**config.mk**
```make
export PLATFORM = sky130hd
export DESIGN_NAME = ex_alu
export DESIGN_NICKNAME = d
export VERILOG_FILES = /design/src/logic/pipeline_pkg.sv /design/src/logic/ex_alu.sv
export SDC_FILE = /design/constraint.sdc
export NUM_CORES = 1
export LEC_CHECK = 0
export ABC_AREA = 1
export CAP_MARGIN = 20
export CELL_PAD_IN_SITES_DETAIL_PLACEMENT = 1
export CELL_PAD_IN_SITES_GLOBAL_PLACEMENT = 2
export CORE_MARGIN = 2
export CORE_UTILIZATION = 36
export CTS_CLUSTER_DIAMETER = 200
export CTS_CLUSTER_SIZE = 16
export DETAILED_ROUTE_END_ITERATION = 6
export DONT_BUFFER_PORTS = 1
export PLACE_DENSITY_LB_ADDON = 0.1
export RECOVER_POWER = 50
export SLEW_MARGIN = 20
export SYNTH_ARGS = -nofsm -noshare
export SYNTH_HDL_FRONTEND = slang
export SYNTH_SLANG_ARGS = --single-unit
export TNS_END_PERCENT = 30
```
**constraint.sdc**
```tcl
create_clock -name clock -period 2.45 [get_ports clock]
set_clock_uncertainty 0.1 [all_clocks]
set_input_delay 0.245 -clock clock [delete_from_list [all_inputs] [get_ports clock]]
set_output_delay 0.245 -clock clock [all_outputs]
set_load 0.05 [all_outputs]
```
**src/logic/pipeline_pkg.sv**
```systemverilog
package pipeline_pkg;

  localparam int xlen      = 32;
  localparam int rob_depth = 16;
  localparam int iq_depth  = 8;

  // Major opcodes of the integer subset
  localparam logic [6:0] opc_op     = 7'b0110011;
  localparam logic [6:0] opc_op_imm = 7'b0010011;

  typedef logic [4:0]                   reg_addr_t;
  typedef logic [$clog2(rob_depth)-1:0] rob_idx_t;

  typedef enum logic [2:0] {
    alu_add,
    alu_sub,
    alu_and,
    alu_or,
    alu_xor,
    alu_slt
  } alu_op_t;

  typedef struct packed {
    logic            valid;
    logic [xlen-1:0] pc;
    logic [31:0]     inst;
  } fetch_t;

  typedef struct packed {
    logic [xlen-1:0] pc;
    alu_op_t         alu_op;
    reg_addr_t       rs1;
    reg_addr_t       rs2;
    logic            use_imm;
    logic [xlen-1:0] imm;
    reg_addr_t       rd;
    logic            wr;
    rob_idx_t        rob_slot;
  } dec_inst_t;

  typedef struct packed {
    logic            valid;
    alu_op_t         alu_op;
    logic [xlen-1:0] a;
    logic [xlen-1:0] b;
    rob_idx_t        rob_slot;
  } exec_t;

  typedef struct packed {
    logic            valid;
    rob_idx_t        rob_slot;
    logic [xlen-1:0] data;
  } result_t;

  typedef struct packed {
    logic            valid;
    logic [xlen-1:0] pc;
    reg_addr_t       rd;
    logic            wr;
    logic [xlen-1:0] data;
  } retire_t;

endpackage

```
**src/logic/ex_alu.sv**
```systemverilog
module ex_alu
  import pipeline_pkg::*;
(
  input  logic    clock,
  input  logic    rst,
  input  exec_t   exec,
  output result_t result
);

  result_t         stage1;
  logic [xlen-1:0] alu_out;

  always_comb begin
    case (exec.alu_op)
      alu_add: alu_out = exec.a + exec.b;
      alu_sub: alu_out = exec.a - exec.b;
      alu_and: alu_out = exec.a & exec.b;
      alu_or:  alu_out = exec.a | exec.b;
      alu_xor: alu_out = exec.a ^ exec.b;
      alu_slt: alu_out = {{(xlen-1){1'b0}}, $signed(exec.a) < $signed(exec.b)};
      default: alu_out = '0;
    endcase
  end

  // Up to two results in flight across the two stages
  always_ff @(posedge clock) begin
    if (rst) begin
      stage1.valid <= 1'b0;
      result.valid <= 1'b0;
    end else begin
      stage1.valid    <= exec.valid;
      stage1.rob_slot <= exec.rob_slot;
      stage1.data     <= alu_out;
      result          <= stage1;
    end
  end

endmodule

```
# After elaboration in Yosys (flattened, before gate mapping)
# Index checks and enable logic that the tools add are counted.
# W data, S select, Z words.
# op_classes
add_sub_neg	2
order_cmp	1
eq_ne	5
muxes	1
bitwise_logic	3
reduce_logical	1
# op_table
operator	count
$pmux W32 S6	1
$add A32 B32 Y32	1
$and A32 B32 Y32	1
$lt A32 B32 Y1	1
$or A32 B32 Y32	1
$sub A32 B32 Y32	1
$xor A32 B32 Y32	1
$eq A3 B2 Y1 const B	2
$eq A3 B3 Y1 const B	2
$eq A3 B1 Y1 const B	1
$logic_not A3 Y1	1
# word_totals
register_bits	74
out_inout_bits	37
elab_cells	19

# Longest topological paths before layout
# Gate-level depths: netlist of run 1.
# logic_depth
word_depth	2
ltp_mapped	16
ltp_nobuf	16

# Worst setup path after synthesis of run 1
# Ideal clock, no wire load.
# synth_path
path_type	input to register
start	input port rst
end	register result[0] (netlist bit) (enable)
setup_ns	0.426
arrival_time_ns	1.641
setup_slack_ns	0.283
cell_stages	1
cell_sequence	inv_1
# synth_lines
item	line	source
from (decl)	ex_alu.sv:5	input logic rst,
to (signal assigned)	ex_alu.sv:34	result <= stage1;
to (decl)	ex_alu.sv:7	output result_t result
# No word-level cell between the ends.

# Worst setup path in the final report of run 1
# layout_path
start	input port exec[36] (netlist bit)
end	register stage1[0] (netlist bit) (data pin)
# layout_via
elab_chain_len	2
word_cells_on_any_way	7
classes_between	add/sub: 2; order compare: 1; mux: 1; bitwise: 3
# layout_lines
item	line	source
from (decl)	ex_alu.sv:6	input exec_t exec,
$sub A32 B32 Y32, or another cell as far along	ex_alu.sv:16	alu_sub: alu_out = exec.a - exec.b;
$pmux W32 S6 *	ex_alu.sv:14	case (exec.alu_op)
net alu_out[0]	ex_alu.sv:11	logic [xlen-1:0] alu_out;
to (decl)	ex_alu.sv:10	result_t stage1;
# The timed path passes the listed nets; every way through them passes the cells marked *.
# A chain may end at the register's enable or synchronous reset.

==> flow_metrics.env, run 1 <==
export IMPL_final_common_cell="nand2_1"
export IMPL_hp_start="exec[69]"
export IMPL_worst_path_max_fanout=4
export IMPL_ios=111
export IMPL_synth_area_per_cell_um2=6.37
export IMPL_post_route_period_util=0.913
export IMPL_fp_row_count=57
export IMPL_grt_pass1_wl_um=52400
export IMPL_firstDrtPassIters=5
export IMPL_arrival_ns=2.23
export IMPL_reg2reg_to="result[24]"
export IMPL_seq_area_frac_synth=0.250
export IMPL_fin_cells=1803
export IMPL_fin_ws_ns=0.213
export IMPL_antennaDiodeCount=0
export IMPL_grt_start_max_net_pins=73
export IMPL_ys_ff_latch=74
export IMPL_cts_htree_levels=3
export IMPL_grt_use_met1=0.381
export IMPL_ctsRootBufferMaster="clkbuf_16"
export IMPL_clock_path_buffers=2
export IMPL_violations="capacitance limit, slew limit"
export IMPL_status="finished, violations left"
export IMPL_use_met3=0.0300
export IMPL_cts_tree="yes"
export IMPL_critPathRequiredTime_ns=2.45
export IMPL_path_clk_slew_ns=0.06
export IMPL_holdWs_ns=0.100
export IMPL_grt_overflow=0
export IMPL_drc_errors=0
export IMPL_finalHoldViolations=0
export IMPL_ant_nets=0
export IMPL_vias=9111
export IMPL_cts_sinks=74
export IMPL_nNetsFinal=1651
export IMPL_drive_gt1_frac=0.103
export IMPL_power_mw=5.09
export IMPL_reg2regPathDepth=0
export IMPL_final_util=0.423
export IMPL_io_buffers=0
export IMPL_yosysWarningCount=0
export IMPL_grt_pass1_vias=9389
export IMPL_clock_latency_ns=0.37
export IMPL_ir_worst_vdd_uv=265
export IMPL_dp_worst_setup_slack_ns=-0.123
export IMPL_syn_num_nets=1559
export IMPL_dpl_cell_area_um2=9830
export IMPL_final_cell_mix="424 x nand2_1, 291 x inv_1, 116 x nand3_1"
export IMPL_finalSetupTns_ns=0
export IMPL_dpl_hpwl_um=28900
export IMPL_rsz0062_at_grt="no"
export IMPL_syn_inst=1382
export IMPL_min_to="stage1[0]"
export IMPL_post_cts_buffers=0
export IMPL_start_kind="input pin"
export IMPL_syn_to_final_growth_pct=16.1
export IMPL_r2r_slack_ns=1.57
export IMPL_path_class="input pin to flip-flop"
export IMPL_use_met2=0.439
export IMPL_drtIter0Drc=593
export IMPL_place_congestion=0.960
export IMPL_synth_cell_types=38
export IMPL_p_leak_nw=5.53
export IMPL_period_needed_ns=2.24
export IMPL_slew_headroom=-0.349
export IMPL_dp_cells=1781
export IMPL_min_path_type="input pin to flip-flop"
export IMPL_routed_wl_um=34400
export IMPL_cp_end_kind="flip-flop"
export IMPL_die_height_um=160
export IMPL_die_w_um=160
export IMPL_coreArea_um2=24200
export IMPL_design_area_um2=10200
export IMPL_synth_area_um2=8800
export IMPL_slew_violations=73
export IMPL_dieArea_um2=25700
export IMPL_fmax_mhz=447
export IMPL_grtUsageTotal=0.269
export IMPL_powerDensity_nw_per_um2=498
export IMPL_antenna_found_initial=0
export IMPL_finalSetupViolCount=0
export IMPL_viasPerCell=5.05
export IMPL_initial_core_util=0.364
export IMPL_cts_buffers=9
export IMPL_whs_path_depth=3
export IMPL_wl_per_cell_um=19.1
export IMPL_cap_violations=1
export IMPL_timing_rr_start="stage1[24]"
export IMPL_worst_slew_pin_slew_ns=2.02
export IMPL_grt_busiest_layer="met2"
synth_stat cells (all sizes together):
| library cell | n | area [µm²] |
|---|---|---|
| nand3 | 117 | 591 |
| nand4 | 24 | 150 |
| a221oi | 2 | 17.5 |
| fa | 2 | 40.0 |
| a22o | 1 | 8.76 |
| nor4 | 1 | 6.26 |
| dfxtp | 2 | 40.0 |
| edfxtp | 72 | 2160 |
| buf | 35 | 221 |
| nor3 | 15 | 113 |
| o221ai | 6 | 52.6 |
| a21oi | 79 | 399 |
| nand2 | 427 | 1610 |
| o21bai | 7 | 52.6 |
| clkbuf | 2 | 11.3 |
| inv | 297 | 1110 |
| nand3b | 1 | 7.51 |
| and2 | 7 | 43.8 |
| o22ai | 25 | 156 |
| xor2 | 11 | 96.3 |
| a22oi | 2 | 15.0 |
| o211ai | 4 | 30.0 |
| o21ai | 28 | 140 |
| ha | 101 | 1260 |
| nor2 | 114 | 455 |
state kept, by name, indices dropped and copies added, names as in the netlist:
register	flops
stage1	37
result	37
worst max-delay path by stage:
stage | from | end | cells past startpoint
floorplan | rst | result[0] | 1
global placement | exec[36] | stage1[0] | 15
detailed placement | exec[36] | stage1[0] | 15
CTS | exec[36] | stage1[0] | 15
global route | exec[36] | stage1[0] | 15
finish | exec[36] | stage1[0] | 15
what timing repair did:
item / CTS / global route
hold endpoints to repair: 6 / 0
hold buffers: 6 / 0
gates resized for setup: 0 / 0
cell families after synthesis:
logic type / count (synthesis) / share of synthesized area
compound gates: 154 / 0.0991
xor+xnor: 11 / 0.0109
fa+ha+maj: 103 / 0.148
buf+inv: 334 / 0.153
flops: 74 / 0.250
simple gates: 706 / 0.338
cell type report:
class | count | area (µm²)
Clock buffer | 9 | 225
Clock inverter | 7 | 108
Fill cell | 3232 | 14000
Inverter | 297 | 1120
Multi-Input combinational cell | 974 | 5250
Sequential cell | 74 | 2200
Tap cell | 324 | 405
Timing Repair Buffer | 118 | 911
layer usage:
metal | vias to the layer above | routed length, µm
met4 | 0 | 633
met2 | 197 | 15400
met1 | 4375 | 16900
met3 | 28 | 1420
li1 | 4511 | -
met5 | - | 0
power by group:
part / switching (mW) / leakage (nW) / total, mW / internal, mW
sequential: 0.225 / 0.717 / 1.78 / 1.56
combinational: 1.13 / 4.65 / 1.72 / 0.596
clock: 0.669 / 0.160 / 1.59 / 0.917
critical path, stage by stage:
cell and delay (ns):
inv_1 0.04, ha_1 0.21, fa_1 0.41, inv_1 0.19
nand2_1 0.09, nand3_2 0.17, nand2_1 0.09, nand2_2 0.13
nand2_1 0.09, nand2_1 0.14, nand2_1 0.14, nand3_1 0.11
nand2_1 0.07, nand2_1 0.06, nand2_1 0.05
(Power assumes the default switching activity.)
==> run 2, diff against run 1 <==
--- a/config.mk
+++ b/config.mk
@@ -10,7 +10,7 @@
 export CELL_PAD_IN_SITES_DETAIL_PLACEMENT = 1
 export CELL_PAD_IN_SITES_GLOBAL_PLACEMENT = 2
 export CORE_MARGIN = 2
-export CORE_UTILIZATION = 36
+export CORE_UTILIZATION = 32
 export CTS_CLUSTER_DIAMETER = 200
 export CTS_CLUSTER_SIZE = 16
 export DETAILED_ROUTE_END_ITERATION = 6
==> constraint.sdc (replaced) <==
create_clock -name clock -period 1.85 [get_ports clock]
set_clock_uncertainty 0.1 [all_clocks]
set_input_delay 0.185 -clock clock [delete_from_list [all_inputs] [get_ports clock]]
set_output_delay 0.185 -clock clock [all_outputs]
set_load 0.05 [all_outputs]
==> flow_metrics.env, run 2 (synthesis gave the netlist of run 1 again) <==
export IMPL_wl_per_cell_um=19.6
export IMPL_path_clk_slew_ns=0.06
export IMPL_slew_headroom=0.515
export IMPL_ant_nets=0
export IMPL_dieArea_um2=28800
export IMPL_status="finished, final reports clean"
export IMPL_fin_cells=1951
export IMPL_combPwrFrac=0.405
export IMPL_ir_worst_vdd_uv=425
export IMPL_viasPerCell=4.93
export IMPL_drc_errors=0
export IMPL_design_area_um2=12000
export IMPL_min_path_type="input pin to flip-flop"
export IMPL_fmax_mhz=558
export IMPL_drtIter0Drc=529
export IMPL_crit_start="exec[6]"
export IMPL_dp_worst_setup_slack_ns=-0.679
export IMPL_final_common_cell="nand2_1"
export IMPL_crit_end="stage1[18]"
export IMPL_dpl_hpwl_um=32000
export IMPL_switching_power_mw=2.94
export IMPL_clock_path_buffers=2
export IMPL_antenna_found_initial=0
export IMPL_finalSetupViolCount=0
export IMPL_post_route_period_util=0.968
export IMPL_cts_tree="yes"
export IMPL_path_common_cell="nand3_1"
export IMPL_ios=111
export IMPL_timing_rr_start="stage1[20]"
export IMPL_clock_latency_ns=0.37
export IMPL_drive_gt1_frac=0.268
export IMPL_ctsRootBufferMaster="clkbuf_16"
export IMPL_die_w_um=170
export IMPL_top_regs="result: 37 flops, stage1: 37 flops"
export IMPL_grt_pass1_wl_um=56800
export IMPL_period_needed_ns=1.79
export IMPL_cts_sinks=74
export IMPL_worst_path_buf_inv=3
export IMPL_arrival_ns=1.74
export IMPL_final_fill_count=3513
export IMPL_powerDensity_nw_per_um2=607
export IMPL_holdWs_ns=0.0271
export IMPL_cp_top_family="simple AND/OR/NAND/NOR gates"
export IMPL_cap_violations=0
export IMPL_cp_slowest_cell="ha_4"
export IMPL_grtUsageTotal=0.265
export IMPL_final_cell_mix="384 x nand2_1, 286 x inv_1, 233 x buf_4"
export IMPL_rsz0062_at_grt="yes"
export IMPL_worst_slew_pin_slew_ns=0.723
export IMPL_reg2regPathDepth=0
export IMPL_final_util=0.446
export IMPL_slew_violations=0
export IMPL_p_sw_frac=0.403
export IMPL_cts_buffers=9
export IMPL_die_height_um=170
export IMPL_io_buffers=0
export IMPL_nNetsFinal=1782
export IMPL_slowest_delay_ns=0.24
export IMPL_start_kind="input pin"
export IMPL_cts_htree_levels=3
export IMPL_power_internal_mw=4.36
export IMPL_syn_to_final_growth_pct=36.7
export IMPL_critPathRequiredTime_ns=1.79
export IMPL_firstDrtPassIters=5
export IMPL_routed_wl_um=38300
export IMPL_vias=9622
export IMPL_place_congestion=0.922
export IMPL_power_mw=7.30
export IMPL_grt_overflow=0
export IMPL_coreArea_um2=27000
export IMPL_r2r_slack_ns=0.93
export IMPL_fin_ws_ns=0.0585
export IMPL_power_frac_seq=0.324
export IMPL_finalSetupTns_ns=0
export IMPL_finalHoldViolations=0
export IMPL_dpl_cell_area_um2=10900
export IMPL_grt_start_max_net_pins=47
export IMPL_path_class="input pin to flip-flop"
export IMPL_antennaDiodeCount=0
export IMPL_initial_core_util=0.326
export IMPL_path_cells="inv_1, ha_4, buf_4, nor2_4, nand2_1, nor2_1, buf_4, nand3_1, nand3_1, nand2_1, nand3_1, nand3_1"
export IMPL_p_leak_nw=6.25
export IMPL_fp_row_count=60
export IMPL_dp_cells=1925
export IMPL_reg2reg_to="result[20]"
export IMPL_path_depth=12
export IMPL_cp_end_kind="flip-flop"
export IMPL_whs_path_depth=3
export IMPL_grt_pass1_vias=9927
export IMPL_worst_path_max_fanout=4
export IMPL_pwr_share_clk=0.271
run 2: changes by cell type in the layout (fill, tap and decap cells not counted), sizes merged:
cell      previous run  this run
clkbuf              10        11
bufinv               2         1
clkinv               0         3
clkinvlp             2         1
inv                300       299
buf                111       241
run 2: layout make-up:
class,instances,area [µm²],share of cell area
Multi-Input combinational cell,974,6010,0.500
Sequential cell,74,2200,0.183
Timing Repair Buffer,249,1960,0.163
Inverter,297,1120,0.0928
Tap cell,341,427,0.0355
Clock buffer,9,225,0.0187
Clock inverter,7,85.1,0.00707
run 2: timing repair:
action / CTS / global route
pin swaps: 3 / 19
hold buffers: 6 / 0
setup endpoints to repair: 19 / 24
buffers inserted: 2 / 2
gates resized for setup: 58 / 129
endpoints found under the hold margin: 6 / 0
run 2: how the worst min path moves through the flow:
stage | to | start | slack, ns
global placement | stage1[36] | rst | 0.16
floorplan | stage1[36] | rst | 0.16
CTS | stage1[0] | exec[69] | 0.03
detailed placement | stage1[36] | rst | 0.16
finish | stage1[0] | exec[69] | 0.03
global route | stage1[0] | exec[69] | 0.06
run 2: per-layer routing:
metal	track usage	up-vias	routed length [µm]
met5	0	-	0
met4	0.0431	0	433
met3	0.0281	31	1560
met2	0.454	193	17800
met1	0.367	4616	18500
li1	-	4782	-
run 2: power by group through the flow:
stage	Clock [mW]	Combinational [mW]	Sequential (mW)
floorplan	0	1.38	2.36
global placement	0	2.60	2.39
detailed placement	0	2.63	2.40
CTS	2.02	2.75	2.36
global route	2.06	3.24	2.38
finish	1.98	2.96	2.36
==> run 3, diff against run 2 <==
--- a/config.mk
+++ b/config.mk
@@ -6,15 +6,15 @@
 export NUM_CORES = 1
 export LEC_CHECK = 0
 export ABC_AREA = 1
-export CAP_MARGIN = 20
+export BUFFER_PORTS_ARGS = -buffer_cell sky130_fd_sc_hd__buf_4
+export CAP_MARGIN = 30
 export CELL_PAD_IN_SITES_DETAIL_PLACEMENT = 1
 export CELL_PAD_IN_SITES_GLOBAL_PLACEMENT = 2
 export CORE_MARGIN = 2
-export CORE_UTILIZATION = 32
+export CORE_UTILIZATION = 29
 export CTS_CLUSTER_DIAMETER = 200
 export CTS_CLUSTER_SIZE = 16
 export DETAILED_ROUTE_END_ITERATION = 6
-export DONT_BUFFER_PORTS = 1
 export PLACE_DENSITY_LB_ADDON = 0.1
 export RECOVER_POWER = 50
 export SLEW_MARGIN = 20
==> flow_metrics.env, run 3 (synthesis gave the netlist of run 1 again) <==
export IMPL_coreArea_um2=29800
export IMPL_top_regs="result: 37 flops, stage1: 37 flops"
export IMPL_grt_start_max_net_pins=39
export IMPL_cts_sinks=74
export IMPL_clock_latency_ns=0.37
export IMPL_grt_overflow=0
export IMPL_power_mw=7.93
export IMPL_finalSetupViolCount=0
export IMPL_firstDrtPassIters=5
export IMPL_finalHoldViolations=0
export IMPL_powerDensity_nw_per_um2=564
export IMPL_final_common_cell="buf_4"
export IMPL_p_leak_nw=7.22
export IMPL_post_route_period_util=0.983
export IMPL_cts_tree="yes"
export IMPL_place_congestion=0.929
export IMPL_crit_end="stage1[4]"
export IMPL_period_needed_ns=1.82
export IMPL_die_height_um=178
export IMPL_ctsRootBufferMaster="clkbuf_16"
export IMPL_reg2reg_to="result[20]"
export IMPL_drive_gt1_frac=0.397
export IMPL_grt_pass1_wl_um=61900
export IMPL_start_kind="input pin"
export IMPL_grtUsageTotal=0.262
export IMPL_critPathRequiredTime_ns=1.82
export IMPL_path_class="input pin to flip-flop"
export IMPL_die_w_um=178
export IMPL_reg2regPathDepth=0
export IMPL_holdWs_ns=0.254
export IMPL_status="finished, final reports clean"
export IMPL_syn_to_final_growth_pct=59.7
export IMPL_hp_start="exec[69]"
export IMPL_rsz0062_at_grt="yes"
export IMPL_dieArea_um2=31700
export IMPL_grt_pass1_vias=11100
export IMPL_drc_errors=0
export IMPL_cap_violations=0
export IMPL_ios=111
export IMPL_dp_worst_setup_slack_ns=-0.718
export IMPL_crit_start="exec[36]"
export IMPL_worst_slew_pin_slew_ns=0.937
export IMPL_clock_path_buffers=2
export IMPL_cts_htree_levels=3
export IMPL_dpl_hpwl_um=34000
export IMPL_fmax_mhz=550
export IMPL_cp_end_kind="flip-flop"
export IMPL_worst_path_max_fanout=4
export IMPL_slew_violations=0
export IMPL_vias=10600
export IMPL_final_cell_mix="391 x buf_4, 337 x nand2_1, 254 x inv_1"
export IMPL_timing_rr_start="stage1[20]"
export IMPL_slew_headroom=0.374
export IMPL_fin_ws_ns=0.0322
export IMPL_drtIter0Drc=506
export IMPL_path_clk_slew_ns=0.07
export IMPL_nNetsFinal=1993
export IMPL_antenna_found_initial=1
export IMPL_initial_core_util=0.295
export IMPL_io_buffers=110
export IMPL_cts_buffers=9
export IMPL_r2r_slack_ns=0.96
export IMPL_finalSetupTns_ns=0
export IMPL_ir_worst_vdd_uv=340
export IMPL_viasPerCell=4.80
export IMPL_arrival_ns=1.79
export IMPL_fp_row_count=63
export IMPL_routed_wl_um=41700
export IMPL_ant_nets=0
export IMPL_min_path_type="input pin to flip-flop"
export IMPL_wl_per_cell_um=18.9
-- run 3: changes by cell type in the layout (fill, tap and decap cells not counted), moves of 6 or more --
cell,delta
a21oi_1,-9
a21oi_2,+8
buf_4,+158
buf_6,+12
clkbuf_1,+37
inv_1,-32
inv_2,+26
inv_4,+6
nand2_1,-47
nand2_2,+42
nand3_1,-11
nand3_2,+8
nor2_1,-8
nor2_4,+9
-- run 3: critical path: stages --
cell,delay [ns]
buf_6,0.09
inv_2,0.05
ha_4,0.17
fa_2,0.41
inv_4,0.11
nand2_4,0.06
nand3_4,0.11
buf_4,0.13
buf_4,0.09
buf_4,0.09
xor2_1,0.14
o221ai_1,0.15
-- run 3: how the worst min path moves through the flow --
stage	end	depth (start not counted)
global placement	stage1[34]	1
CTS	stage1[1]	4
detailed placement	stage1[33]	1
global route	stage1[0]	5
floorplan	stage1[36]	1
finish	stage1[0]	5
-- run 3: metal layers --
layer | routed length, µm | up-vias | track usage
li1 | - | 5205 | -
met1 | 19600 | 5143 | 0.352
met2 | 19300 | 211 | 0.444
met3 | 1610 | 50 | 0.0296
met4 | 1200 | 0 | 0.0745
met5 | 0 | - | 0
-- run 3: layout make-up --
class | instances | area [µm²]
clock buffer | 10 | 239
fill | 3841 | 15700
tap | 390 | 488
inverter | 297 | 1130
multi-input combinational | 974 | 6440
timing repair buffer | 460 | 3480
antenna | 1 | 2.50
clock inverter | 6 | 72.6
sequential | 74 | 2200
-- run 3: repair_timing --
item | CTS | global route
hold buffers | 6 | 0
endpoints found under the setup margin | 26 | 26
hold endpoints to repair | 6 | 0
resized for setup | 101 | 246
pin swaps | 7 | 66
setup buffers | 8 | 15
-- run 3: power breakdown --
group          internal (mW)  switching [mW]  leakage (nW)
registers               2.05          0.0675         0.717
clock network           1.10           0.887         0.150
logic                   1.58            2.25          6.35
total                   4.73            3.20          7.22
-- run 3: metrics by stage --
step / util / instance area [µm²] / instances
finish: 0.472 / 14100 / 2212
global route: 0.472 / 14000 / 2211
CTS: 0.443 / 13200 / 2196
detailed placement: 0.416 / 12400 / 2166
global placement: 0.416 / 12400 / 2166
floorplan: - / 8800 / 1382
